==> src/hdl/cache_cfg_pkg.sv <==
`default_nettype none

package cache_cfg_pkg;

    // request address and data block
    localparam int addr_width = 32;
    localparam int block_bits = 64;
    localparam int block_bytes = block_bits / 8;

    // organisation of the slice
    localparam int num_sets = 64;
    localparam int num_ways = 2;

    // address split, low to high: byte offset, set index, tag
    localparam int offset_bits = $clog2(block_bytes);  // 3
    localparam int set_bits = $clog2(num_sets);        // 6
    localparam int tag_bits = addr_width - set_bits - offset_bits;  // 23

    // bit position of each field inside an address
    localparam int set_lsb = offset_bits;
    localparam int tag_lsb = offset_bits + set_bits;

endpackage

`default_nettype wire

==> src/hdl/cache_types_pkg.sv <==
`default_nettype none

package cache_types_pkg;

    import cache_cfg_pkg::*;

    typedef logic [tag_bits-1:0] tag_t;

    // one tag array entry, valid sits above the tag
    typedef struct packed {
        logic valid;
        tag_t tag;
    } tag_entry_t;

    typedef logic [block_bits-1:0] block_t;

    // one bit per way, used for hits, victims, write masks and dirty flags
    typedef logic [num_ways-1:0] way_mask_t;

    typedef logic [set_bits-1:0] set_idx_t;

    // request kinds, a store writes the low byte of the request data
    typedef enum logic [1:0] {
        op_load  = 2'd0,
        op_store = 2'd1,
        op_fill  = 2'd2
    } cache_op_e;

endpackage

`default_nettype wire

==> src/hdl/cache_ifs.sv <==
`timescale 1ns/1ps
`default_nettype none

// lookup of one set, tag array read data in and hit/victim decision out
interface way_lookup_if;
    import cache_cfg_pkg::*;
    import cache_types_pkg::*;

    tag_entry_t rd_entries [num_ways];  // registered read of the tag array
    tag_t       cmp_tag;                // tag of the request in stage 2
    logic       lru_way;                // way to replace when the set is full
    way_mask_t  hit_way;                // one-hot, or zero on a miss
    logic       hit;
    way_mask_t  victim_way;             // always one-hot

    modport ctrl (
        input  rd_entries,
        input  hit_way,
        input  hit,
        input  victim_way,
        output cmp_tag,
        output lru_way
    );

    modport match (
        input  rd_entries,
        input  cmp_tag,
        input  lru_way,
        output hit_way,
        output hit,
        output victim_way
    );
endinterface


`default_nettype wire

==> src/hdl/tag_match.sv <==
`timescale 1ns/1ps
`default_nettype none

module tag_match (
    way_lookup_if.match lk
);
    import cache_cfg_pkg::*;
    import cache_types_pkg::*;

    way_mask_t match_way;
    way_mask_t free_way;    // invalid ways of the set
    way_mask_t victim;

    always_comb begin
        for (int w = 0; w < num_ways; w++) begin
            match_way[w] = lk.rd_entries[w].valid && (lk.rd_entries[w].tag == lk.cmp_tag);
            free_way[w] = !lk.rd_entries[w].valid;
        end
    end

    assign lk.hit_way = match_way;
    assign lk.hit = |match_way;

    // lowest invalid way first, LRU way only when the set is full
    always_comb begin
        victim = '0;
        victim[lk.lru_way] = 1'b1;
        for (int w = num_ways - 1; w >= 0; w--) begin
            if (free_way[w]) begin
                victim = '0;
                victim[w] = 1'b1;   // lower ways overwrite higher ones
            end
        end
    end

    assign lk.victim_way = victim;

    // refilling a line that is already present would leave two matching ways
    always_comb begin
        a_hit_onehot0: assert ($onehot0(match_way));
    end

endmodule

`default_nettype wire

==> src/flat_wrapper.sv <==
// flat-port wrapper written by rule: the top's interface ports become plain ports
module tag_match_flat import cache_cfg_pkg::*; import cache_types_pkg::*;
  (lk_rd_entries, lk_cmp_tag, lk_lru_way, lk_hit_way, lk_hit, lk_victim_way);
  way_lookup_if lk_i ();
  input wire logic [$bits(lk_i.rd_entries)-1:0] lk_rd_entries;
  input wire logic [$bits(lk_i.cmp_tag)-1:0] lk_cmp_tag;
  input wire logic [$bits(lk_i.lru_way)-1:0] lk_lru_way;
  output wire logic [$bits(lk_i.hit_way)-1:0] lk_hit_way;
  output wire logic [$bits(lk_i.hit)-1:0] lk_hit;
  output wire logic [$bits(lk_i.victim_way)-1:0] lk_victim_way;
  assign lk_i.rd_entries = {>>{lk_rd_entries}};
  assign lk_i.cmp_tag = lk_cmp_tag;
  assign lk_i.lru_way = lk_lru_way;
  assign lk_hit_way = lk_i.hit_way;
  assign lk_hit = lk_i.hit;
  assign lk_victim_way = lk_i.victim_way;
  tag_match u_core (.lk(lk_i));
endmodule
==> config.mk <==
export PLATFORM = sky130hd
export DESIGN_NAME = tag_match_flat
export DESIGN_NICKNAME = d
export VERILOG_FILES = /design/src/hdl/cache_cfg_pkg.sv /design/src/hdl/cache_types_pkg.sv /design/src/hdl/cache_ifs.sv /design/src/hdl/tag_match.sv /design/src/flat_wrapper.sv
export SDC_FILE = /design/constraint.sdc
export NUM_CORES = 1
export LEC_CHECK = 0
export BUFFER_PORTS_ARGS = -buffer_cell sky130_fd_sc_hd__buf_2
export CAP_MARGIN = 15
export CORE_MARGIN = 10
export CORE_UTILIZATION = 34
export DETAILED_ROUTE_END_ITERATION = 8
export PLACE_DENSITY = 0.9
export SLEW_MARGIN = 20
export SYNTH_ARGS = -nofsm -noshare
export SYNTH_HDL_FRONTEND = slang
export SYNTH_SLANG_ARGS = --single-unit
export TNS_END_PERCENT = 30
==> constraint.sdc <==
create_clock -name vclk -period 2.6
set_input_delay 0.52 -clock vclk [all_inputs]
set_output_delay 0.52 -clock vclk [all_outputs]
set_load 0.02 [all_outputs]
## Word level (Yosys, flattened, before mapping)

Cells that the tools add are included.

| operators by class | value |
|---|---|
| mux-type cells | 4 |
| order comparisons | 2 |
| equality and inequality tests | 2 |
| reduce and logical (&&, ||, !) cells | 4 |

Operators by type and width:

| kind | count |
|---|---|
| $eq 23x23->1 | 2 |
| $mux 2 | 2 |
| $logic_and 1x1->1 | 3 |
| $lt 1x2->1 const B | 1 |
| $reduce_or 2->1 | 1 |
| $demux 1 s1 | 1 |
| $ge 1x1->1 const B | 1 |
| $mux 1 | 1 |

| word-level totals | value |
|---|---|
| input port bits | 72 |
| register bits | 0 |
| logic and storage cells | 12 |
| output and inout bits | 5 |

## Logic depth before layout (Yosys ltp)

Gate-level depths: netlist (run 1).

| logic depth | value |
|---|---|
| word-level depth | 6 |
| depth in mapped cells | 5 |
| depth with buffers taken out | 5 |

## Worst setup path after synthesis (run 1)

OpenSTA, ideal clock, no wires.

| path | value |
|---|---|
| kind | input -> output |
| from | in lk_cmp_tag[11] |
| to | out lk_hit |
| stages on the path | 5 |
| path slack | 454 ps |
| arrival | 1626 ps |
| path through | xor2_1 nor4_1 nand4_1 nor3_2 or2_1 |

| on the way | value |
|---|---|
| cells in the longest elaborated chain, start to end | 3 |
| elaborated cells between the ends (all ways) | 5 |
| classes of those cells | eq/ne (2); reduce/logical (3) |

Ends and longest elaborated chain:

| item | line | text |
|---|---|---|
| from (decl) | flat_wrapper.sv:6 | `input wire logic [$bits(lk_i.cmp_tag)-1:0] lk_cmp_tag;` |
| $eq 23x23->1 | tag_match.sv:16 | `match_way[w] = lk.rd_entries[w].valid && (lk.rd_entries[w].tag == lk.cmp_tag);` |
| $logic_and 1x1->1 | tag_match.sv:16 |  |
| via lk_hit_way[0] | flat_wrapper.sv:8 | `output wire logic [$bits(lk_i.hit_way)-1:0] lk_hit_way;` |
| $reduce_or 2->1 | tag_match.sv:22 | `assign lk.hit = \|match_way;` |
| to (decl) | flat_wrapper.sv:9 | `output wire logic [$bits(lk_i.hit)-1:0] lk_hit;` |

The timed path passes the listed nets, and every way through them passes these cells.

## Worst setup path in the final report (run 1)

| path | value |
|---|---|
| from | in lk_cmp_tag[14] |
| to | out lk_hit |

| on the way | value |
|---|---|
| cells in the longest elaborated chain, start to end | 3 |
| elaborated cells between the ends (all ways) | 5 |
| classes of those cells | eq/ne (2); reduce/logical (3) |

Ends and longest elaborated chain:

| item | line |
|---|---|
| $eq 23x23->1 | tag_match.sv:16 |
| $logic_and 1x1->1 | tag_match.sv:16 |
| $reduce_or 2->1 (*) | tag_match.sv:22 |

Every way passes the cells marked *; elsewhere a longest branch is shown, timed or not.

==> qor.yml, run 1 <==
hold_path:
  hp-class: "input pin to primary output"
  min_from: "lk_lru_way"
  whs_endpoint: "lk_victim_way[0]"
  hold_depth: 3
floorplan:
  row_count: 14
  dieHeight_um: 59.5
  die_area_um2: 3530
  core-area_um2: 1490
  die_x_um: 59.5
  initial_utilization_pct: 35.5
  ios: 77
place:
  numPortBuffers: 77
  place.gp.congestion: 0.801
  dp_slack_ps: 351
  place_hpwl_mm: 2.30
timing:
  finalSetupTns_ps: 0
  worst_slew_pin_slew_ps: 297
  fin_crit_sh_pct: 85.3
  maxClockFrequency_mhz: 451
  final_max_slew_viol_count: 0
  min_period_ps: 2220
  hold_slack_ps: 1360
  hold_viol: 0
  relSlewSlack_pct: 80.0
  rsz0062_at_grt: "no"
  finalSetupViolations: 0
  setup_ws_ps: 383
global_route:
  antenna_found_initial: 0
  grt_max_degree: 3
  grt_pass1_vias: 936
  grt_pass1_wl_mm: 3.56
  grt_usage_pct: 12.1
  grt_remaining_overflow: 0
final_layout:
  n_antenna_cell: 0
  n_clock_buffer: 0
  mostFrequentLayoutCells: "buf_2 (77), xor2_1 (32), xnor2_1 (14)"
  regArea_um2: 0
  seq_cell_count: 0
  final_common_cell: "buf_2"
  final_util_pct: 62.8
  nNetsFinal: 217
  area_growth_pct: 76.6
  drive_gt1_share_pct: 55.2
power:
  internal_power_w: 0.0000779
  combinationalPowerShare_pct: 100.0
  seqPwrFrac_pct: 0
  clockPowerShare_pct: 0
  switchingPower_w: 0.0000613
  powerDensity_nw_per_um2: 149
  power_w: 0.000139
  swShare_pct: 44.0
  ir_worst_vdd_v: 0.0000779
  power.leakage_nw: 0.498
drt:
  drt-total-wl_mm: 2.33
  drcViolationCount: 0
  viasPerCell: 4.79
  drt-initial-drc-count: 6
  ant_nets: 0
  wl_per_cell_um: 14.7
  routed-via-count: 761
  dr.pass1.iters: 3
critical_path:
  start_kind: "input pin"
  cp.required_ps: 2080
  endpoint_kind: "primary output"
  cp_data_arrival_time_ps: 1700
  path_max_fanout: 2
  timing.setup.critical_path_class: "input pin to primary output"
yosys:
  yosys-top-cells-area: "xor2_1 (53%), xnor2_1 (23%), nor4_1 (9.5%)"
  synth_cell_types: 8
  ys_warn_count: 0
  synthCells: 66
  synth_top_area_cell: "xor2_1"
  synth_area_per_cell_um2: 8.02
  synth_seq_area_share_pct: 0
  yosysTopAreaCellShare_pct: 53.0
  syn-num-nets: 138
  netlist_area_um2: 529
clocking:
  cts-hold-fix-buffers: 0
  post-cts-setup-buffers: 0
  post_cts_resized: 0
outcome:
  status: "finished clean"
flow_run:
  cap_violations: 0
[worst max-delay path by stage]
| stage | from | to | slack [ps] |
|---|---|---|---|
| floorplan | lk_cmp_tag[11] | lk_hit | 450 |
| global placement | lk_cmp_tag[11] | lk_hit | 350 |
| detailed placement | lk_cmp_tag[11] | lk_hit | 350 |
| CTS | lk_cmp_tag[11] | lk_hit | 350 |
| global route | lk_cmp_tag[20] | lk_hit | 250 |
| finish | lk_cmp_tag[14] | lk_hit | 380 |
[cells by family after synthesis]
family	count (synthesis)	share of synthesized area, %
compound gates	1	0.945
xor+xnor	46	76.1
buf+inv	2	1.42
simple gates	17	21.5
[power groups by stage]
stage                     Clock, W  Combinational, W  Sequential (W)
final                            0          0.000139               0
after global routing             0          0.000154               0
after CTS                        0          0.000142               0
after detailed placement         0          0.000141               0
after global placement           0          0.000137               0
after floorplan                  0         0.0000600               0
[synthesized netlist by cell type (all sizes together)]
cell type,n
inv,2
nand4,6
nor3,2
nor4,8
o21ai,1
or2,1
xnor2,14
xor2,32
[through the flow]
step                area [um2]  std cells
floorplan                  529         66
global placement           935        159
detailed placement         935        159
CTS                        935        159
global route               935        159
finish                     935        159
[layer usage]
metal	routed length, um	track usage, %	vias up
met4	0	0	0
li1	-	-	381
met3	300	4.94	0
met1	717	10.1	340
met5	0	0	-
met2	1320	26.0	40
[cell type report]
class	instances	area [um2]
fillers	144	554
well taps	16	20.0
repair buffers	77	385
multi-input cells	64	522
inverters	2	7.51
[critical path, cell delays in order]
cell,delay (ps)
buf_2,120
xor2_1,150
nor4_1,330
nand4_1,160
nor3_2,150
or2_1,120
buf_2,150
Power figures use the tool's default switching activity.
==> run 2, diff against run 1 <==
--- a/config.mk
+++ b/config.mk
@@ -5,10 +5,11 @@
 export SDC_FILE = /design/constraint.sdc
 export NUM_CORES = 1
 export LEC_CHECK = 0
+export ABC_AREA = 1
 export BUFFER_PORTS_ARGS = -buffer_cell sky130_fd_sc_hd__buf_2
 export CAP_MARGIN = 15
 export CORE_MARGIN = 10
-export CORE_UTILIZATION = 34
+export CORE_UTILIZATION = 44
 export DETAILED_ROUTE_END_ITERATION = 8
 export PLACE_DENSITY = 0.9
 export SLEW_MARGIN = 20
==> qor.yml, run 2 <==
critical_path:
  cp.required_ps: 2080  # about the same
  worstPathCellList: "buf_2 > nor2_1 > nor2_1 > nor2_1 > nand2_1 > nor2_1 > nand3_1 > nand2_1 > buf_2"  # was buf_2 > xor2_1 > nor4_1 > nand4_1 > nor3_2 > or2_1 > buf_2
  cp_common_cell: "nor2_1"  # was buf_2
  cp_data_arrival_time_ps: 1390  # was 1700 ps
  endpoint_kind: "primary output"  # unchanged
  max_stage_delay_ps: 160  # was 330 ps
  timing.setup.critical_path_class: "input pin to primary output"  # unchanged
  path_max_fanout: 4  # was 2
  start_kind: "input pin"  # unchanged
  crit_slowest_cell: "buf_2"  # was nor4_1
timing:
  fin_crit_sh_pct: 73.3  # was 85.3%
  rsz0062_at_grt: "no"  # unchanged
  final_max_slew_viol_count: 0  # unchanged
  maxClockFrequency_mhz: 524  # was 451 MHz
  worst_slew_pin_slew_ps: 178  # was 297 ps
  min_period_ps: 1910  # was 2220 ps
  finalSetupViolations: 0  # unchanged
  relSlewSlack_pct: 88.0  # was 80.0%
  hold_viol: 0  # unchanged
  finalSetupTns_ps: 0  # unchanged
  setup_ws_ps: 693  # was 383 ps
yosys:
  yosysTopAreaCellShare_pct: 53.9  # was 53.0%
  synth_area_per_cell_um2: 3.82  # was 8.02 um2
  synth_xor_xnor_area_share_pct: 0.952  # was 76.1%
  ys_warn_count: 0  # unchanged
  synth_compound_area_share_pct: 3.27  # was 0.946%
  synth.most_common_cell: "nand2_1"  # was xor2_1
  synth_seq_area_share_pct: 0  # unchanged
  yosys-top-cells-area: "nand2_1 (54%), inv_1 (26%), nor2_1 (15%)"  # was xor2_1 (53%), xnor2_1 (23%), nor4_1 (9.5%)
  synth_top_area_cell: "nand2_1"  # was xor2_1
  synth_cell_types: 6  # was 8
  muxShareOfSynthArea_pct: 0  # unchanged
  synth-simple-area-share_pct: 69.7  # was 21.5%
  syn-num-nets: 313  # was 138
  synthAdderAreaFrac_pct: 0  # unchanged
  synth_top_family_by_area: "simple AND/OR/NAND/NOR gates"  # was XOR/XNOR gates
  netlist_area_um2: 920  # was 529 um2
  synth_commonest_cells: "nand2_1 (132), inv_1 (64), nor2_1 (36)"  # was xor2_1 (32), xnor2_1 (14), nor4_1 (8)
  synthCells: 241  # was 66
power:
  ir_worst_vdd_v: 0.0000804  # was 0.0000779 V
  swShare_pct: 53.3  # was 44.0%
  combinationalPowerShare_pct: 100.0  # about the same
  clockPowerShare_pct: 0  # about the same
  power.leakage_nw: 1.10  # was 0.498 nW
  switchingPower_w: 0.0000922  # was 0.0000613 W
  seqPwrFrac_pct: 0  # about the same
  powerDensity_nw_per_um2: 129  # was 149 nW/um2
  internal_power_w: 0.0000807  # was 0.0000779 W
drt:
  viasPerCell: 4.15  # was 4.79
  drt-total-wl_mm: 3.13  # was 2.33 mm
  routed-via-count: 1431  # was 761
  ant_nets: 0  # unchanged
  wl_per_cell_um: 9.06  # was 14.7 um
  drcViolationCount: 0  # unchanged
  dr.pass1.iters: 4  # was 3
  drt-initial-drc-count: 60  # was 6
clocking:
  post-cts-setup-buffers: 0  # unchanged
  cts-hold-fix-buffers: 0  # unchanged
  post_cts_resized: 0  # unchanged
global_route:
  grt_max_degree: 5  # was 3
  antenna_found_initial: 0  # unchanged
  grt_remaining_overflow: 0  # unchanged
  grt_usage_pct: 13.4  # was 12.1%
  grt_pass1_vias: 1295  # was 936
  grt_pass1_wl_mm: 5.04  # was 3.56 mm
floorplan:
  dieHeight_um: 65.7  # was 59.5 um
  die_x_um: 65.7  # was 59.5 um
  ios: 77  # unchanged
  initial_utilization_pct: 46.4  # was 35.5%
  core-area_um2: 1980  # was 1490 um2
  die_area_um2: 4320  # was 3530 um2
  row_count: 16  # was 14
final_layout:
  drive_gt1_share_pct: 24.2  # was 55.2%
  regArea_um2: 0  # unchanged
  seq_cell_count: 0  # unchanged
  n_antenna_cell: 0  # unchanged
  final_common_cell: "nand2_1"  # was buf_2
  nNetsFinal: 392  # was 217
  fin_area_um2: 1340  # was 935 um2
  n_clock_buffer: 0  # unchanged
  area_growth_pct: 45.6  # was 76.6%
  mostFrequentLayoutCells: "nand2_1 (132), buf_2 (77), inv_1 (64)"  # was buf_2 (77), xor2_1 (32), xnor2_1 (14)
place:
  numPortBuffers: 77  # unchanged
  place_hpwl_mm: 2.97  # was 2.30 mm
  place_area_um2: 1340  # was 935 um2
  dp_slack_ps: 687  # was 351 ps
  place.gp.congestion: 0.828  # was 0.801
outcome:
  status: "finished clean"  # unchanged
hold_path:
  hp-class: "input pin to primary output"  # unchanged
flow_run:
  cap_violations: 0  # unchanged
run 2: metal layers:
metal	vias to the layer above	GRT usage, %	wire length (um)
li1	826	-	-
met1	564	16.2	1420
met2	41	24.3	1480
met3	0	3.22	217
met4	0	0	0
met5	-	0	0
run 2: power by group through the flow:
stage / clock [W] / combinational [W] / sequential [W]
2_1_floorplan: 0 / 0.0000903 / 0
3_3_place_gp: 0 / 0.000169 / 0
3_5_place_dp: 0 / 0.000173 / 0
4_1_cts: 0 / 0.000174 / 0
5_1_grt: 0 / 0.000202 / 0
6_report: 0 / 0.000173 / 0
run 2: cell families (layout without fill, tap and decap cells):
kind of cell / Yosys count / count (layout)
AOI/OAI and AO/OA: 6 / 6
xor gates and xnor gates: 1 / 1
buffers and inverters: 64 / 141
and+or+nand+nor: 170 / 170
run 2: final cells by class:
| cell class | count | area [um2] |
|---|---|---|
| Multi-Input combinational cell | 177 | 679 |
| Inverter | 64 | 240 |
| Timing Repair Buffer | 77 | 385 |
| Fill cell | 214 | 643 |
| Tap cell | 27 | 33.8 |
run 2: path summary, 6_finish.rpt:
check | start | end | slack [ps] | cells after the start
setup / recovery | lk_cmp_tag[5] | lk_hit | 690 | 9
hold / removal | lk_rd_entries[47] | lk_victim_way[0] | 1340 | 3
run 2: through the flow:
stage	util, %	total power [W]	instances	hold slack (ps)
after floorplan	-	0.0000903	241	1170
after global placement	67.6	0.000169	345	1340
after detailed placement	67.6	0.000173	345	1340
after CTS	67.6	0.000174	345	1340
after global routing	67.6	0.000202	345	1370
final	67.6	0.000173	345	1340
run 2: worst max-delay path: cells and delay by family:
kind	cells	cell delay [ps]
and+or+nand+nor	7	570
buffers and inverters	2	280
==> run 3, diff against run 2 <==
--- a/config.mk
+++ b/config.mk
@@ -8,10 +8,11 @@
 export ABC_AREA = 1
 export BUFFER_PORTS_ARGS = -buffer_cell sky130_fd_sc_hd__buf_2
 export CAP_MARGIN = 15
+export CORE_ASPECT_RATIO = 1.75
 export CORE_MARGIN = 10
-export CORE_UTILIZATION = 44
+export CORE_UTILIZATION = 37
 export DETAILED_ROUTE_END_ITERATION = 8
-export PLACE_DENSITY = 0.9
+export PLACE_DENSITY = 0.81
 export SLEW_MARGIN = 20
 export SYNTH_ARGS = -nofsm -noshare
 export SYNTH_HDL_FRONTEND = slang
==> constraint.sdc (replaced) <==
create_clock -name vclk -period 1.6
set_input_delay 0.32 -clock vclk [all_inputs]
set_output_delay 0.32 -clock vclk [all_outputs]
set_load 0.02 [all_outputs]
==> qor.yml, run 3 (same netlist as run 2, synthesis figures left out) <==
global_route:
  grt_max_degree: 5  # unchanged
  grt_pass1_wl_mm: 5.21  # was 5.04 mm
  grt_remaining_overflow: 0  # unchanged
  antenna_found_initial: 0  # unchanged
  grt_pass1_vias: 1397  # was 1295
  grt_usage_pct: 11.9  # was 13.4%
flow_run:
  cap_violations: 0  # unchanged
drt:
  drt-initial-drc-count: 29  # was 60
  ant_nets: 0  # unchanged
  wl_per_cell_um: 9.87  # was 9.06 um
  routed-via-count: 1461  # was 1431
  drt-total-wl_mm: 3.39  # was 3.13 mm
  viasPerCell: 4.26  # was 4.15
  dr.pass1.iters: 4  # unchanged
  drcViolationCount: 0  # unchanged
floorplan:
  ios: 77  # unchanged
  row_count: 23  # was 16
  core-area_um2: 2330  # was 1980 um2
  initial_utilization_pct: 39.5  # was 46.4%
  dieHeight_um: 86.0  # was 65.7 um
  die_x_um: 57.7  # was 65.7 um
  die_area_um2: 4960  # was 4320 um2
final_layout:
  n_clock_buffer: 0  # unchanged
  n_antenna_cell: 0  # unchanged
  area_growth_pct: 54.1  # was 45.6%
  drive_gt1_share_pct: 29.6  # was 24.2%
  mostFrequentLayoutCells: "nand2_1 (130), buf_2 (69), inv_1 (60)"  # was nand2_1 (132), buf_2 (77), inv_1 (64)
  fill_cells: 263  # was 214
  seq_cell_count: 0  # unchanged
  regArea_um2: 0  # unchanged
  nNetsFinal: 392  # unchanged
  final_common_cell: "nand2_1"  # unchanged
  final_util_pct: 60.8  # was 67.6%
timing:
  final_max_slew_viol_count: 0  # unchanged
  rsz0062_at_grt: "no"  # unchanged
  maxClockFrequency_mhz: 670
  finalSetupViolations: 0  # unchanged
  setup_ws_ps: 106  # was 693 ps
  relSlewSlack_pct: 89.3  # was 88.0%
  hold_viol: 0  # unchanged
  finalSetupTns_ps: 0  # unchanged
  worst_slew_pin_slew_ps: 158  # was 178 ps
  min_period_ps: 1490
  fin_crit_sh_pct: 93.4
critical_path:
  path_max_fanout: 3  # was 4
  timing.setup.critical_path_class: "input pin to primary output"  # unchanged
  endpoint_kind: "primary output"  # unchanged
  start_kind: "input pin"  # unchanged
  cp.required_ps: 1280  # was 2080 ps
  cp_data_arrival_time_ps: 1170  # was 1390 ps
place:
  numPortBuffers: 77  # unchanged
  dp_slack_ps: 78.9  # was 687 ps
  place_hpwl_mm: 3.08  # was 2.97 mm
  place.gp.congestion: 0.888  # was 0.828
power:
  ir_worst_vdd_v: 0.0000971  # was 0.0000804 V
  powerDensity_nw_per_um2: 211  # was 129 nW/um2
  power_w: 0.000299  # was 0.000173 W
  power.leakage_nw: 1.11  # was 1.10 nW
hold_path:
  whs_endpoint: "lk_victim_way[0]"  # unchanged
  hp-class: "input pin to primary output"  # unchanged
  hold_depth: 3  # unchanged
  min_from: "lk_rd_entries[47]"  # unchanged
clocking:
  cts-hold-fix-buffers: 0  # unchanged
  post-cts-setup-buffers: 0  # unchanged
outcome:
  status: "finished clean"  # unchanged
==> run 3: cell counts in the layout (fill, tap and decap cells not counted) <==
No cell type changed its count.
==> run 3: stage by stage <==
step | hold WS (ps) | cells | instance area (um2)
5_1_grt | 986 | 343 | 1420
6_report | 942 | 343 | 1420
3_5_place_dp | 944 | 343 | 1340
4_1_cts | 946 | 343 | 1340
2_1_floorplan | 773 | 241 | 920
3_3_place_gp | 942 | 343 | 1340
==> run 3: layer usage <==
layer	vias up	wire (um)	share of wire, %	global-route usage (%)
met3	2	249	7.4	3.10
met4	0	19	0.56	0.644
met2	40	1890	56	24.6
met1	593	1230	36	11.4
met5	-	0	0	0
li1	826	-	-	-
==> run 3: timing repair <==
item,in CTS,in global routing
resized for setup,0,29
endpoints found under the setup margin,0,3
endpoints found under the hold margin,0,0
==> run 3: area by class of cell <==
class | instances | area [um2] | share of cell area (%)
timing repair buffer | 77 | 428 | 30.2
tap | 25 | 31.3 | 2.21
multi-input combinational | 177 | 718 | 50.7
inverter | 64 | 240 | 16.9
==> run 3: where the power goes <==
| group | internal, W | switching [W] | leakage, nW |
|---|---|---|---|
| registers | 0 | 0 | 0 |
| clock network | 0 | 0 | 0 |
| logic | 0.000141 | 0.000158 | 1.11 |
==> run 3: critical path: stages <==
cell and delay [ps]:
buf_2 100, inv_1 50, nand2_1 50, nand2_1 40, nor2_1 110, nand2_1 70
nor2_1 140, nand3_2 100, nand2_2 80, buf_6 120
==> run 3: worst max path at each step <==
stage / start / end / slack [ps] / cells after the start
final: lk_cmp_tag[2] / lk_hit / 110 / 10
after global routing: lk_cmp_tag[14] / lk_hit / 3 / 10
after CTS: lk_cmp_tag[2] / lk_hit / 70 / 10
after detailed placement: lk_cmp_tag[14] / lk_hit / 80 / 10
after global placement: lk_cmp_tag[2] / lk_hit / 80 / 10
after floorplan: lk_cmp_tag[11] / lk_hit / 350 / 8
