### src/hdl/cache_cfg_pkg.sv
`default_nettype none

package cache_cfg_pkg;

    // request address and data block
    localparam int addr_width = 32;
    localparam int block_bits = 64;
    localparam int block_bytes = block_bits / 8;

    // organisation of the slice
    localparam int num_sets = 64;
    localparam int num_ways = 2;

    // address split, low to high: byte offset, set index, tag
    localparam int offset_bits = $clog2(block_bytes);  // 3
    localparam int set_bits = $clog2(num_sets);        // 6
    localparam int tag_bits = addr_width - set_bits - offset_bits;  // 23

    // bit position of each field inside an address
    localparam int set_lsb = offset_bits;
    localparam int tag_lsb = offset_bits + set_bits;

endpackage

`default_nettype wire

### src/hdl/cache_types_pkg.sv
`default_nettype none

package cache_types_pkg;

    import cache_cfg_pkg::*;

    typedef logic [tag_bits-1:0] tag_t;

    // one tag array entry, valid sits above the tag
    typedef struct packed {
        logic valid;
        tag_t tag;
    } tag_entry_t;

    typedef logic [block_bits-1:0] block_t;

    // one bit per way, used for hits, victims, write masks and dirty flags
    typedef logic [num_ways-1:0] way_mask_t;

    typedef logic [set_bits-1:0] set_idx_t;

    // request kinds, a store writes the low byte of the request data
    typedef enum logic [1:0] {
        op_load  = 2'd0,
        op_store = 2'd1,
        op_fill  = 2'd2
    } cache_op_e;

endpackage

`default_nettype wire

### src/hdl/dirty_bits.sv
`timescale 1ns/1ps
`default_nettype none

module dirty_bits (
    input  logic                       clk,
    input  logic                       rst_n,
    input  cache_types_pkg::set_idx_t  set_idx,
    input  cache_types_pkg::way_mask_t set_dirty,   // store hit to these ways
    input  cache_types_pkg::way_mask_t clr_dirty,   // fill into these ways
    output cache_types_pkg::way_mask_t dirty
);
    import cache_cfg_pkg::*;
    import cache_types_pkg::*;

    way_mask_t flags [num_sets];

    always_ff @(posedge clk or negedge rst_n) begin
        if (!rst_n) begin
            for (int s = 0; s < num_sets; s++) begin
                flags[s] <= '0;
            end
        end else begin
            // masks are zero when stage 2 holds nothing to update
            flags[set_idx] <= (flags[set_idx] | set_dirty) & ~clr_dirty;
        end
    end

    // flops already hold every earlier update, so stage 2 can read them directly
    assign dirty = flags[set_idx];

    // a single request either stores or fills, never both
    a_no_set_clr_overlap: assert property (
        @(posedge clk) disable iff (!rst_n) (set_dirty & clr_dirty) == '0
    );

endmodule

`default_nettype wire

### config.mk
export PLATFORM = sky130hd
export DESIGN_NAME = dirty_bits
export DESIGN_NICKNAME = d
export VERILOG_FILES = /design/src/hdl/cache_cfg_pkg.sv /design/src/hdl/cache_types_pkg.sv /design/src/hdl/dirty_bits.sv
export SDC_FILE = /design/constraint.sdc
export NUM_CORES = 1
export LEC_CHECK = 0
export ABC_AREA = 1
export ABC_CLOCK_PERIOD_IN_PS = 1900
export BUFFER_PORTS_ARGS = -buffer_cell sky130_fd_sc_hd__buf_2
export CAP_MARGIN = 10
export CORE_UTILIZATION = 45
export DETAILED_ROUTE_END_ITERATION = 7
export PLACE_DENSITY = 0.65
export SYNTH_ARGS = -nofsm -noshare
export SYNTH_HDL_FRONTEND = slang
export SYNTH_SLANG_ARGS = --single-unit
### constraint.sdc
create_clock -name clk -period 1.9 [get_ports clk]
set_input_delay 0 -clock clk [delete_from_list [all_inputs] [get_ports clk]]
set_output_delay 0 -clock clk [all_outputs]
set_load 0.1 [all_outputs]
== After elaboration in Yosys (flattened, before gate mapping) ==
Index checks and enable logic that the tools add are counted.
Widths: inputs -> output; s select.

* Register bits: 128
* Input bits: 12
* Output and inout bits: 2
* Logic and storage cells: 77

* $lt $le $gt $ge: 2
* Muxes and demuxes: 6
* Bitwise logic cells: 4
* Reductions and logical operators: 1

{| class="wikitable"
|+ Operators with widths
! operator !! count
|-
| $bwmux 128 || 1
|-
| $bmux 2 s6 || 1
|-
| $demux 2 s6 || 1
|-
| $ge 7x7->1 const B || 1
|-
| $lt 7x1->1 const B || 1
|-
| $not 6->7 || 1
|-
| $mux 2 || 3
|-
| $and 2x2->2 || 1
|-
| $not 2->2 || 1
|-
| $or 2x2->2 || 1
|-
| $logic_and 1x1->1 || 1
|}

== Depth between registers and ports, before layout ==
Gate-level depths: netlist of the first run.

* Depth after elaboration: 7
* Depth in mapped cells: 16
* Gate-level depth less buffers: 13

== Worst setup path after synthesis of the first run ==
No wires, ideal clock.

* Path type: reg-to-output
* Start: register flags[78] (netlist name)
* End: output dirty[0]
* Arrival: 1625 ps
* Data required time: 1900 ps
* Path slack: 275 ps
* Cell stages (with the launch flop): 8
* Buffers on the path: 0
* Path through: dfrtp_1 or2_2 nand3_1 nand2_1 o21ai_1 nand2_1 nor2_2 nand2_1

* Word-level cells in the longest chain between the ends: 3

{| class="wikitable"
|+ RTL lines
! what !! line !! RTL
|-
| start: declaration || dirty_bits.sv:15 || <nowiki>way_mask_t flags [num_sets];</nowiki>
|-
| start signal: indexed assignment || dirty_bits.sv:24 || <nowiki>flags[set_idx] <= (flags[set_idx] | set_dirty) & ~clr_dirty;</nowiki>
|-
| $bmux 2 s6 || dirty_bits.sv:29 || <nowiki>assign dirty = flags[set_idx];</nowiki>
|-
| $mux 2 (not written as such) (2 in a row) || dirty_bits.sv:29 ||
|-
| end: declaration || dirty_bits.sv:10 || <nowiki>output cache_types_pkg::way_mask_t dirty</nowiki>
|}

Every way passes these cells. The select of a mux whose other input is x is not followed.

== Worst setup path in the final report of the first run ==
* Start: register flags[78] (netlist name)
* End: register flags[84] (netlist name)

* Word-level cells in the longest chain between the ends: 6

{| class="wikitable"
|+ RTL lines
! what !! line
|-
| $bmux 2 s6 || dirty_bits.sv:24
|-
| $mux 2 (not written as such) (2 in a row) || dirty_bits.sv:24
|-
| $or 2x2->2 || dirty_bits.sv:24
|-
| $and 2x2->2 || dirty_bits.sv:24
|-
| $bwmux 128 || dirty_bits.sv:24
|}

Every way passes these cells. The select of a mux whose other input is x is not followed.

==> results of run 1 <==
[repair_timing]
action                     4_1_cts  5_1_grt
hold endpoints to repair        45        0
buffers inserted                 0        1
hold buffers                     1        0
resized for setup                1        7
setup endpoints to repair        1        3
pin swaps                        0        3
[cell type report]
type,count,area share (%)
Clock inverter,11,2.24
Sequential cell,128,38.8
Multi-Input combinational cell,801,39.7
Clock buffer,20,5.65
Timing Repair Buffer,44,5.69
Tap cell,211,3.19
Inverter,106,4.81
[per-layer routing]
| metal | vias up | part of all wire, % | GRT usage, % |
|---|---|---|---|
| met5 | - | 0 | 0 |
| met4 | 0 | 1.9 | 8.51 |
| met3 | 27 | 6.2 | 4.51 |
| met2 | 220 | 47 | 43.3 |
| met1 | 3120 | 45 | 34.6 |
| li1 | 3327 | - | - |
[cell usage in the layout, fill, tap and decap left out, types with 8 or more instances in the layout]
cell type	synthesis	final
buf_12	0	13
buf_2	15	10
buf_4	1	20
clkbuf_16	0	17
dfrtp_1	128	128
inv_1	102	102
nand2_1	552	549
nand3_1	132	132
nor2_1	86	84
nor3_1	8	8
[critical path: cells and delay by family (launching register included)]
kind	cells	cell delay (ns)
and+or+nand+nor	8	0.85
DFF	1	0.37
buffers and inverters	2	0.32
AOI/OAI and AO/OA	1	0.12
[per-stage QoR]
step	area [µm²]	setup TNS (ns)	util [%]	total power, mW
floorplan	7130	0	-	4.10
global placement	7570	0	49.4	4.53
detailed placement	7570	0	49.4	4.55
CTS	8240	0	53.8	8.17
global route	8270	-0.00853	54.0	8.51
finish	8270	0	54.0	8.14
[cells by family after synthesis]
| group | count (synthesis) |
|---|---|
| simple gates | 785 |
| buf+inv | 153 |
| flops | 128 |
| compound gates | 16 |
[power by group through the flow]
stage          combinational (mW)  clock (mW)  sequential [mW]
2_1_floorplan               0.846           0             3.26
3_3_place_gp                 1.22           0             3.31
3_5_place_dp                 1.24           0             3.31
4_1_cts                      1.25        3.65             3.27
5_1_grt                      1.42        3.78             3.31
6_report                     1.25        3.61             3.28
[final timing paths]
kind,cells after the start,slack [ns],to,from
setup / recovery,11,0.10,flags[84],flags[78]
hold / removal,4,0.07,flags[108],clr_dirty[0]
setup reg to reg,11,0.10,flags[84],flags[78]
hold reg to reg,2,0.47,flags[70],flags[70]
max in group asynchronous,3,1.11,flags[47],rst_n
min in group asynchronous,2,0.11,flags[125],rst_n
==> out/results.ini, run 1 <==
[global_route]
grt_pass1_wl_um=32800
antenna_found_initial=0
grt_pass1_vias=6370
grt_usage_pct=26.1
overflow=0
grt_max_degree=50

[final_layout]
biggestRegsByFlops=flags: 128 flops
antenna_cells=0
area_growth_pct=16.0
stdcell_count=1321
fillers=1488
drive_gt1_share_pct=8.11
top_register=flags
nets=1110
multi_input_area_um2=3280
largest_reg_flops=128
regArea_um2=3200

[routing]
route.detailed.drc=0
antenna_left=0
via_per_inst=5.07
dr_total_vias=6694
drt-total-wl_um=19900
wl_per_cell_um=15.1
first_iter_violations=660
drtPass1Iterations=6

[run_status]
status=completed

[timing]
clock.fmax_mhz=556
rsz0062_at_grt=yes
tightest_slew_ns=0.560
max_slew_margin_pct=62.6
drv_slew=0
postLayoutSetupSlackWorst_ns=0.101
period_needed_ns=1.80
clock_skew_ns=0.00844
finalSetupViolations=0
fin_crit_sh_pct=94.7
holdWs_ns=0.0657
final-hold-violation-count=0

[logic_synthesis]
syn_avg_cell_area_um2=6.59
synthSimpleGateAreaFrac_pct=44.3
synth_top_cell_area_share_pct=44.9
netlist_instances=1082
yosys.area_share.xor_xnor_pct=0
synth.distinct_cells=20
synth_fa_ha_area_share_pct=0
syn_area_um2=7130
synth_top_cells_by_area=dfrtp_1 (45%), nand2_1 (29%), nand3_1 (9.3%), inv_1 (5.4%), nor2_1 (4.5%)
yosys_warnings=0
synthTopCellsByCount=nand2_1 (552), nand3_1 (132), dfrtp_1 (128), inv_1 (102), nor2_1 (86)
syn_nets=1094
synthArstFlopShare_pct=100
synth_ff_type=dfrtp_1
synth.area.mux_share_pct=0
synth_edf_count=0
synth_top_family_by_area=simple AND/OR/NAND/NOR gates
ys_seq_area_share_pct=44.9
synth_most_common_cell=nand2_1
synth-compound-area-share_pct=1.37
post-synth-top-area-cell=dfrtp_1
ys_seq_elements=128

[clock_tree]
root_buffer=clkbuf_16
cts_sinks=128
htreeDepth=4
cts_tree=done
clk_pin_slew_worst_paths_ns=0.06
insertion_delay_ns=0.42
clk_path_buf_depth=2
cts_made_buffers=17

[power]
vdd_drop_max_mv=0.527
switching_share_pct=27.2
power_frac_comb_pct=15.4
p_int_mw=5.93
cellLeakagePower_nw=4.50
pwr-share-seq_pct=40.2
switchingPower_mw=2.21
p_per_area_nw_per_um2=985
clockPowerShare_pct=44.4

[worst_setup_path]
worstPathArrival_ns=2.10
worstSetupStartpointType=flop
crit_type=flop to flop
slowest_delay_ns=0.37
crit_slowest_cell=dfrtp_1
path_cells=or2_2, nand3_1, nand2_1, o21ai_1, nand2_1, nor2_4, buf_4, nand3_4, buf_12, nand3_1, nand2_1
cp_max_fo=36
crit_top_cell=nand2_1
cp_data_required_time_ns=2.20
endpoint_kind=flop

[place]
place_congestion=0.801
place_inst=1288
pre_cts_ws_ns=0.107
hpwlAfterDp_um=12800
portBuffers=13

[die]
core_um2=15300
initial_utilization_pct=46.5
fp-row-count=45
dieArea_um2=16300
ios=14
die_w_um=128
die_y_um=128

[job]
maxCapViolCount=0

[hold_path]
hold_class=input pin to flop

(Power assumes the default switching activity.)
==> inputs of run 2 (changes only) <==
--- a/config.mk
+++ b/config.mk
@@ -11,7 +11,9 @@
 export CAP_MARGIN = 10
 export CORE_UTILIZATION = 45
 export DETAILED_ROUTE_END_ITERATION = 7
+export HOLD_SLACK_MARGIN = 0.08
 export PLACE_DENSITY = 0.65
+export SLEW_MARGIN = 15
 export SYNTH_ARGS = -nofsm -noshare
 export SYNTH_HDL_FRONTEND = slang
 export SYNTH_SLANG_ARGS = --single-unit
==> constraint.sdc (replaced) <==
create_clock -name clk -period 1.9 [get_ports clk]
set_input_delay 0.095 -clock clk [delete_from_list [all_inputs] [get_ports clk]]
set_output_delay 0.095 -clock clk [all_outputs]
set_load 0.1 [all_outputs]
==> run 2 against run 1 <==
Effect of this change:
- core utilization up 1.9 points
- routed wire length up 6.5%
- critical path depth up 1
- worst hold slack better by 0.066 ns
- total power down 1.7%
- combinational power up 12%
- clock power down 8.0%
- setup slack worse by 0.084 ns
- sequential share of layout area down 1.3 points
- final area up 3.5%
- die area unchanged
- non-clock buffer count up 11
==> out/results.ini, run 2 (synthesis results as in run 1) <==
[run_status]
status=completed

[final_layout]
top_register=flags
stdcell_count=1334  ; +0.98%
fin_area_um2=8550  ; +3.5%
postLayoutCoreUtil_pct=55.8  ; +1.9 points
final_common_cell=nand2_1
fillers=1455  ; -2.2%
regArea_um2=3200  ; unchanged
largest_reg_flops=128  ; unchanged
final_cell_mix=nand2_1 (541), dfrtp_1 (128), nand3_1 (115)
nets=1122  ; +1.1%
biggestRegsByFlops=flags: 128 flops
antenna_cells=0  ; unchanged
drive_gt1_share_pct=10.9  ; +2.8 points
area_growth_pct=20.0
multi_input_area_um2=3420  ; +4.2%

[clock_tree]
cts_sinks=128  ; unchanged
root_buffer=clkbuf_16
clk_path_buf_depth=2  ; unchanged
clk_pin_slew_worst_paths_ns=0.06  ; about the same
cts_tree=done
cts_made_buffers=17  ; unchanged
htreeDepth=4  ; unchanged
insertion_delay_ns=0.42  ; about the same

[routing]
dr_total_vias=6885  ; +2.9%
drt-total-wl_um=21200  ; +6.5%
antenna_left=0  ; unchanged
wl_per_cell_um=15.9  ; +5.5%
drtPass1Iterations=7  ; +1
first_iter_violations=610  ; -7.6%
via_per_inst=5.16  ; +1.9%
route.detailed.drc=0  ; unchanged

[die]
ios=14  ; unchanged
dieArea_um2=16300  ; unchanged
core_um2=15300  ; unchanged
fp-row-count=45  ; unchanged
die_y_um=128  ; unchanged
initial_utilization_pct=46.5  ; unchanged
die_w_um=128  ; unchanged

[place]
hpwlAfterDp_um=12900  ; +1.4%
placed_area_um2=7600  ; +0.43%
portBuffers=13  ; unchanged
pre_cts_ws_ns=-0.0308  ; -0.138 ns
place_congestion=0.843  ; +5.1%
place_inst=1289  ; +0.078%

[worst_setup_path]
worstPathArrival_ns=1.79  ; -0.31 ns
path_cells=nand2_1, nand2_1, nand2_1, nand2_1, nand2_1, nand2_1, nand2_1, nand2_1, nor2_2, buf_4, nand2_4, buf_12
r2r-end=flags[87]
crit_slowest_cell=dfrtp_1
worstSetupStartpointType=flop
endpoint_kind=primary output
critPathTopFamily=simple AND/OR/NAND/NOR gates
cp_data_required_time_ns=1.80  ; -0.40 ns
crit_top_cell=nand2_1
cp_max_fo=2  ; -94%
slowest_delay_ns=0.38  ; about the same
reg2reg_from=flags[89]
reg2reg_setup_slack_ns=0.05  ; -0.05 ns
crit_type=flop to primary output
reg2regPathDepth=14  ; +3
path_buf_inv=2  ; unchanged

[timing]
period_needed_ns=1.88  ; +0.0840 ns
tightest_slew_ns=0.565  ; +0.00451 ns
finalSetupViolations=0  ; unchanged
clock_skew_ns=0.00813  ; -0.000309 ns
rsz0062_at_grt=yes
clock.fmax_mhz=531  ; -4.5%
drv_slew=0  ; unchanged
final-hold-violation-count=0  ; unchanged
holdWs_ns=0.132  ; +0.0661 ns
fin_crit_sh_pct=99.1  ; +4.4 points
postLayoutSetupSlackWorst_ns=0.0166  ; -0.0840 ns
tns_ns=0  ; unchanged
max_slew_margin_pct=62.2  ; -0.44 points

[global_route]
antenna_found_initial=0  ; unchanged
grt_pass1_vias=6511  ; +2.2%
grt_pass1_wl_um=33900  ; +3.2%
grt_usage_pct=26.9  ; +0.86 points
overflow=0  ; unchanged
grt_max_degree=65  ; +30%

[power]
power_mw=8.00  ; -1.7%
switchingPower_mw=2.27  ; +2.8%
pwr-share-seq_pct=41.0  ; +0.8 points
switching_share_pct=28.4  ; +1.2 points
vdd_drop_max_mv=0.672  ; +28%
power_frac_comb_pct=17.5  ; +2.1 points
p_int_mw=5.73  ; -3.4%
p_per_area_nw_per_um2=935  ; -5.0%
cellLeakagePower_nw=4.59  ; +2.0%
clockPowerShare_pct=41.5  ; -2.9 points

[job]
maxCapViolCount=0  ; unchanged

[hold_path]
hold_class=input pin to async pin

-- run 2: cell count changes in the layout (fill, tap and decap cells not counted), moves of 2 or more --
cell and delta:
nand3_2 +17, nand3_1 -17, nand2_2 +7, bufinv_16 -2, clkinvlp_4 -2, nand2_1 -8, clkbuf_1 +7, buf_12 +4
buf_6 +4, clkbuf_16 +4
-- run 2: final cells by class --
type                       instances  area share (%)
inverter                         106            4.65
clock buffer                      26            5.60
timing repair buffer              55            8.05
tap                              211            3.09
clock inverter                     6            1.23
sequential                       128            37.4
multi-input combinational        802            39.9
-- run 2: repair_timing --
item                                    in CTS  in global routing
pin swaps                                    2                 24
endpoints found under the setup margin       2                 55
gates cloned                                 0                  7
setup buffers                                3                  3
endpoints found under the hold margin      128                  0
gates resized for setup                      7                 39
hold buffers                                 1                  0
-- run 2: worst max-delay path by stage --
stage / start / end / cells after the start
5_1_grt: flags[87] / dirty[1] / 12
3_5_place_dp: set_idx[1] / flags[12] / 12
2_1_floorplan: set_idx[1] / dirty[0] / 11
3_3_place_gp: set_idx[1] / flags[118] / 12
4_1_cts: flags[89] / dirty[1] / 12
6_report: flags[89] / dirty[1] / 12
-- run 2: worst register-to-register path: cells and delay by family, from the launching register on --
family / cells / cell delay (ns)
simple gates: 12 / 0.98
flops: 1 / 0.38
buf+inv: 2 / 0.38
-- run 2: power by group through the flow --
stage	Sequential [mW]	Combinational, mW	Clock [mW]
global placement	3.32	1.23	0
detailed placement	3.31	1.25	0
finish	3.28	1.40	3.32
global route	3.32	1.57	3.45
floorplan	3.26	0.846	0
CTS	3.28	1.27	3.35
-- run 2: metal layers --
metal	wire length, µm	vias to the layer above	track usage (%)
met2	9680	273	42.0
met3	1510	36	5.09
met1	9430	3226	37.0
met4	599	0	10.7
li1	-	3350	-
met5	0	-	0
==> inputs of run 3 (changes only) <==
--- a/config.mk
+++ b/config.mk
@@ -5,7 +5,6 @@
 export SDC_FILE = /design/constraint.sdc
 export NUM_CORES = 1
 export LEC_CHECK = 0
-export ABC_AREA = 1
 export ABC_CLOCK_PERIOD_IN_PS = 1900
 export BUFFER_PORTS_ARGS = -buffer_cell sky130_fd_sc_hd__buf_2
 export CAP_MARGIN = 10
==> run 3 against run 2 <==
Effect of this change:
- the run now ends with setup timing left
- largest cell class unchanged
- highest routed layer unchanged
- synthesized cell count fell by 48%
- largest power group unchanged
- clock skew barely moved
- flip-flop and latch count did not move
- die area fell by 7.9%
- clock power rose by 2%
==> out/results.ini, run 3 <==
[worst_setup_path]
crit_slowest_cell=dfrtp_1
cp_data_required_time_ns=1.80  ; about the same
endpoint_kind=primary output
path_cells=mux2_4, nand2_2, a21oi_2, o31a_1, a21oi_2, o2111ai_4, buf_12
slowest_delay_ns=0.38  ; about the same
crit_type=flop to primary output
path_buf_inv=1  ; -1
critPathTopFamily=compound AO/OA/AOI/OAI gates
crit_top_cell=a21oi_2
worstPathArrival_ns=2.21  ; +0.42 ns
cp_max_fo=2  ; unchanged
worstSetupStartpointType=flop

[power]
vdd_drop_max_mv=0.593  ; -12%
p_int_mw=6.03  ; +5.2%
clockPowerShare_pct=41.2  ; -0.3 points
cellLeakagePower_nw=3.87  ; -16%
pwr-share-seq_pct=41.0  ; about the same
switchingPower_mw=2.17  ; -4.6%
switching_share_pct=26.4  ; -1.9 points
power_frac_comb_pct=17.8  ; +0.3 points
p_per_area_nw_per_um2=975  ; +4.2%

[logic_synthesis]
synth.distinct_cells=56  ; +180%
synth_top_cells_by_area=dfrtp_1 (49%), mux2_2 (19%), nand2_1 (4.0%), mux2i_1 (3.5%), buf_6 (1.9%)
synth_edf_count=0  ; unchanged
yosys.area_share.xor_xnor_pct=0  ; unchanged
synthArstFlopShare_pct=100  ; unchanged
synth_top_cell_area_share_pct=48.9  ; +3.9 points
syn_avg_cell_area_um2=11.7  ; +78%
synth_most_common_cell=dfrtp_1
netlist_instances=559  ; -48%
synth_fa_ha_area_share_pct=0  ; unchanged
syn_area_um2=6560  ; -8.0%
synthSimpleGateAreaFrac_pct=10.2  ; -34 points
post-synth-top-area-cell=dfrtp_1
ys_seq_elements=128  ; unchanged
synth_top_family_by_area=multiplexers
synth_ff_type=dfrtp_1
synth.area.mux_share_pct=25.4  ; +25 points
synth-compound-area-share_pct=10.8  ; +9.4 points
synthTopCellsByCount=dfrtp_1 (128), mux2_2 (109), nand2_1 (70), nor2_1 (31), mux2i_1 (23)
syn_nets=571  ; -48%
yosys_warnings=0  ; unchanged
ys_seq_area_share_pct=48.9  ; +3.9 points

[hold_path]
hold_class=input pin to async pin

[run_status]
status=complete, but fails checks
violations=setup timing

[global_route]
grt_usage_pct=27.0  ; +0.088 points
antenna_found_initial=0  ; unchanged
overflow=0  ; unchanged
grt_pass1_wl_um=29800  ; -12%
grt_max_degree=78  ; +20%
grt_pass1_vias=5455  ; -16%

[clock_tree]
clk_pin_slew_worst_paths_ns=0.06  ; about the same
clk_path_buf_depth=2  ; unchanged
root_buffer=clkbuf_16
cts_tree=done
cts_sinks=128  ; unchanged
insertion_delay_ns=0.43  ; about the same
cts_made_buffers=17  ; unchanged
htreeDepth=4  ; unchanged

[routing]
first_iter_violations=490  ; -20%
dr_total_vias=5060  ; -27%
drtPass1Iterations=5  ; -2
route.detailed.drc=0  ; unchanged
wl_per_cell_um=21.7  ; +36%
drt-total-wl_um=18400  ; -13%
antenna_left=0  ; unchanged
via_per_inst=5.95  ; +15%

[final_layout]
nets=669  ; -40%
top_register=flags
stdcell_count=850  ; -36%
postLayoutCoreUtil_pct=59.9  ; +4.0 points
fin_area_um2=8410  ; -1.7%
drive_gt1_share_pct=46.1  ; +35 points
area_growth_pct=28.3
final_cell_mix=dfrtp_1 (128), buf_4 (90), mux2_2 (80)
largest_reg_flops=128  ; unchanged
final_common_cell=dfrtp_1
antenna_cells=0  ; unchanged
biggestRegsByFlops=flags: 128 flops

[place]
place_inst=811  ; -37%
hpwlAfterDp_um=12400  ; -4.1%
place_congestion=0.910  ; +8.0%
placed_area_um2=7570  ; -0.44%
portBuffers=13  ; unchanged

[die]
initial_utilization_pct=46.7  ; +0.14 points
die_y_um=123  ; -4.0%
core_um2=14000  ; -8.3%
dieArea_um2=15100  ; -7.9%
die_w_um=123  ; -4.0%
ios=14  ; unchanged
fp-row-count=43  ; -4.4%

[timing]
postLayoutSetupSlackWorst_ns=-0.402  ; -0.419 ns
fin_crit_sh_pct=121  ; +22 points
clock_skew_ns=0.00821  ; +0.0000789 ns
drv_slew=0  ; unchanged
max_slew_margin_pct=56.4  ; -5.8 points
finalSetupViolations=90  ; +90
clock.fmax_mhz=434  ; -18%
final-hold-violation-count=0  ; unchanged
period_needed_ns=2.30  ; +0.419 ns
rsz0062_at_grt=yes
tightest_slew_ns=0.652  ; +0.0868 ns

[job]
maxCapViolCount=0  ; unchanged

-- run 3: cell count changes after synthesis, sizes merged, moves of 8 or more --
cell    before  now
nand2      552   70
mux2i        0   23
o32ai        0    9
nand3      134   10
a221oi       0    8
mux2         0  117
nor2        88   32
inv        106   13
o21ai        9   18
-- run 3: final cells by class --
| type | count | area, µm² |
|---|---|---|
| Clock buffer | 19 | 453 |
| Clock inverter | 13 | 161 |
| Fill cell | 1100 | 5630 |
| Inverter | 14 | 52.6 |
| Multi-Input combinational cell | 383 | 3350 |
| Sequential cell | 128 | 3200 |
| Tap cell | 180 | 225 |
| Timing Repair Buffer | 113 | 967 |
-- run 3: repair_timing --
item	4_1_cts	5_1_grt
endpoints found under the setup margin	90	120
hold buffers	1	0
gates resized for setup	20	20
endpoints found under the hold margin	128	0
buffers inserted	4	1
cloned	3	0
pin swaps	8	6
-- run 3: stage by stage --
stage	setup slack, ns	power [mW]	hold slack, ns	TNS, ns
after CTS	-0.391	8.19	0.189	-27.09
after global placement	-0.451	4.68	0.117	-47.55
after floorplan	-0.0877	4.23	-0.201	-4.23
after global routing	-0.456	8.52	0.222	-30.04
final	-0.402	8.20	0.211	-25.14
after detailed placement	-0.456	4.73	0.121	-49.01
-- run 3: per-layer routing --
layer  vias up  global-route usage, %  part of all wire [%]
met5         -                      0                     0
met4         0                   12.9                   3.3
met3        51                   6.78                   5.5
met2       185                   42.0                    48
met1      2578                   35.3                    44
li1       2246                      -                     -
-- run 3: power by group through the flow --
| stage | combinational, mW | sequential [mW] | clock [mW] |
|---|---|---|---|
| final | 1.46 | 3.36 | 3.38 |
| after global routing | 1.56 | 3.40 | 3.56 |
| after CTS | 1.42 | 3.35 | 3.43 |
| after detailed placement | 1.34 | 3.39 | 0 |
| after global placement | 1.31 | 3.38 | 0 |
| after floorplan | 0.916 | 3.31 | 0 |
-- run 3: cell families after synthesis --
logic type | after synthesis
flip-flops | 128
multiplexers | 144
AO/OA/AOI/OAI | 89
buffers and inverters | 51
AND/OR/NAND/NOR | 147
-- run 3: worst register-to-register path: stages (launching register included) --
cell and delay (ns):
dfrtp_1 0.39, mux4_2 0.49, mux2i_2 0.21, o22ai_2 0.14, a21oi_2 0.17, buf_4 0.14, a41oi_4 0.13, buf_12 0.20
mux2_2 0.29
-- run 3: worst paths after layout --
check / from / end / slack [ns] / cells past startpoint
worst max-delay path: flags[15] / dirty[1] / -0.40 / 7
worst min-delay path: rst_n / flags[24] / 0.21 / 3
worst max register to register: flags[20] / flags[40] / -0.37 / 8
worst min register to register: flags[33] / flags[33] / 0.47 / 2
max in group asynchronous: rst_n / flags[123] / 1.29 / 3
min in group clk: clr_dirty[1] / flags[29] / 0.23 / 4
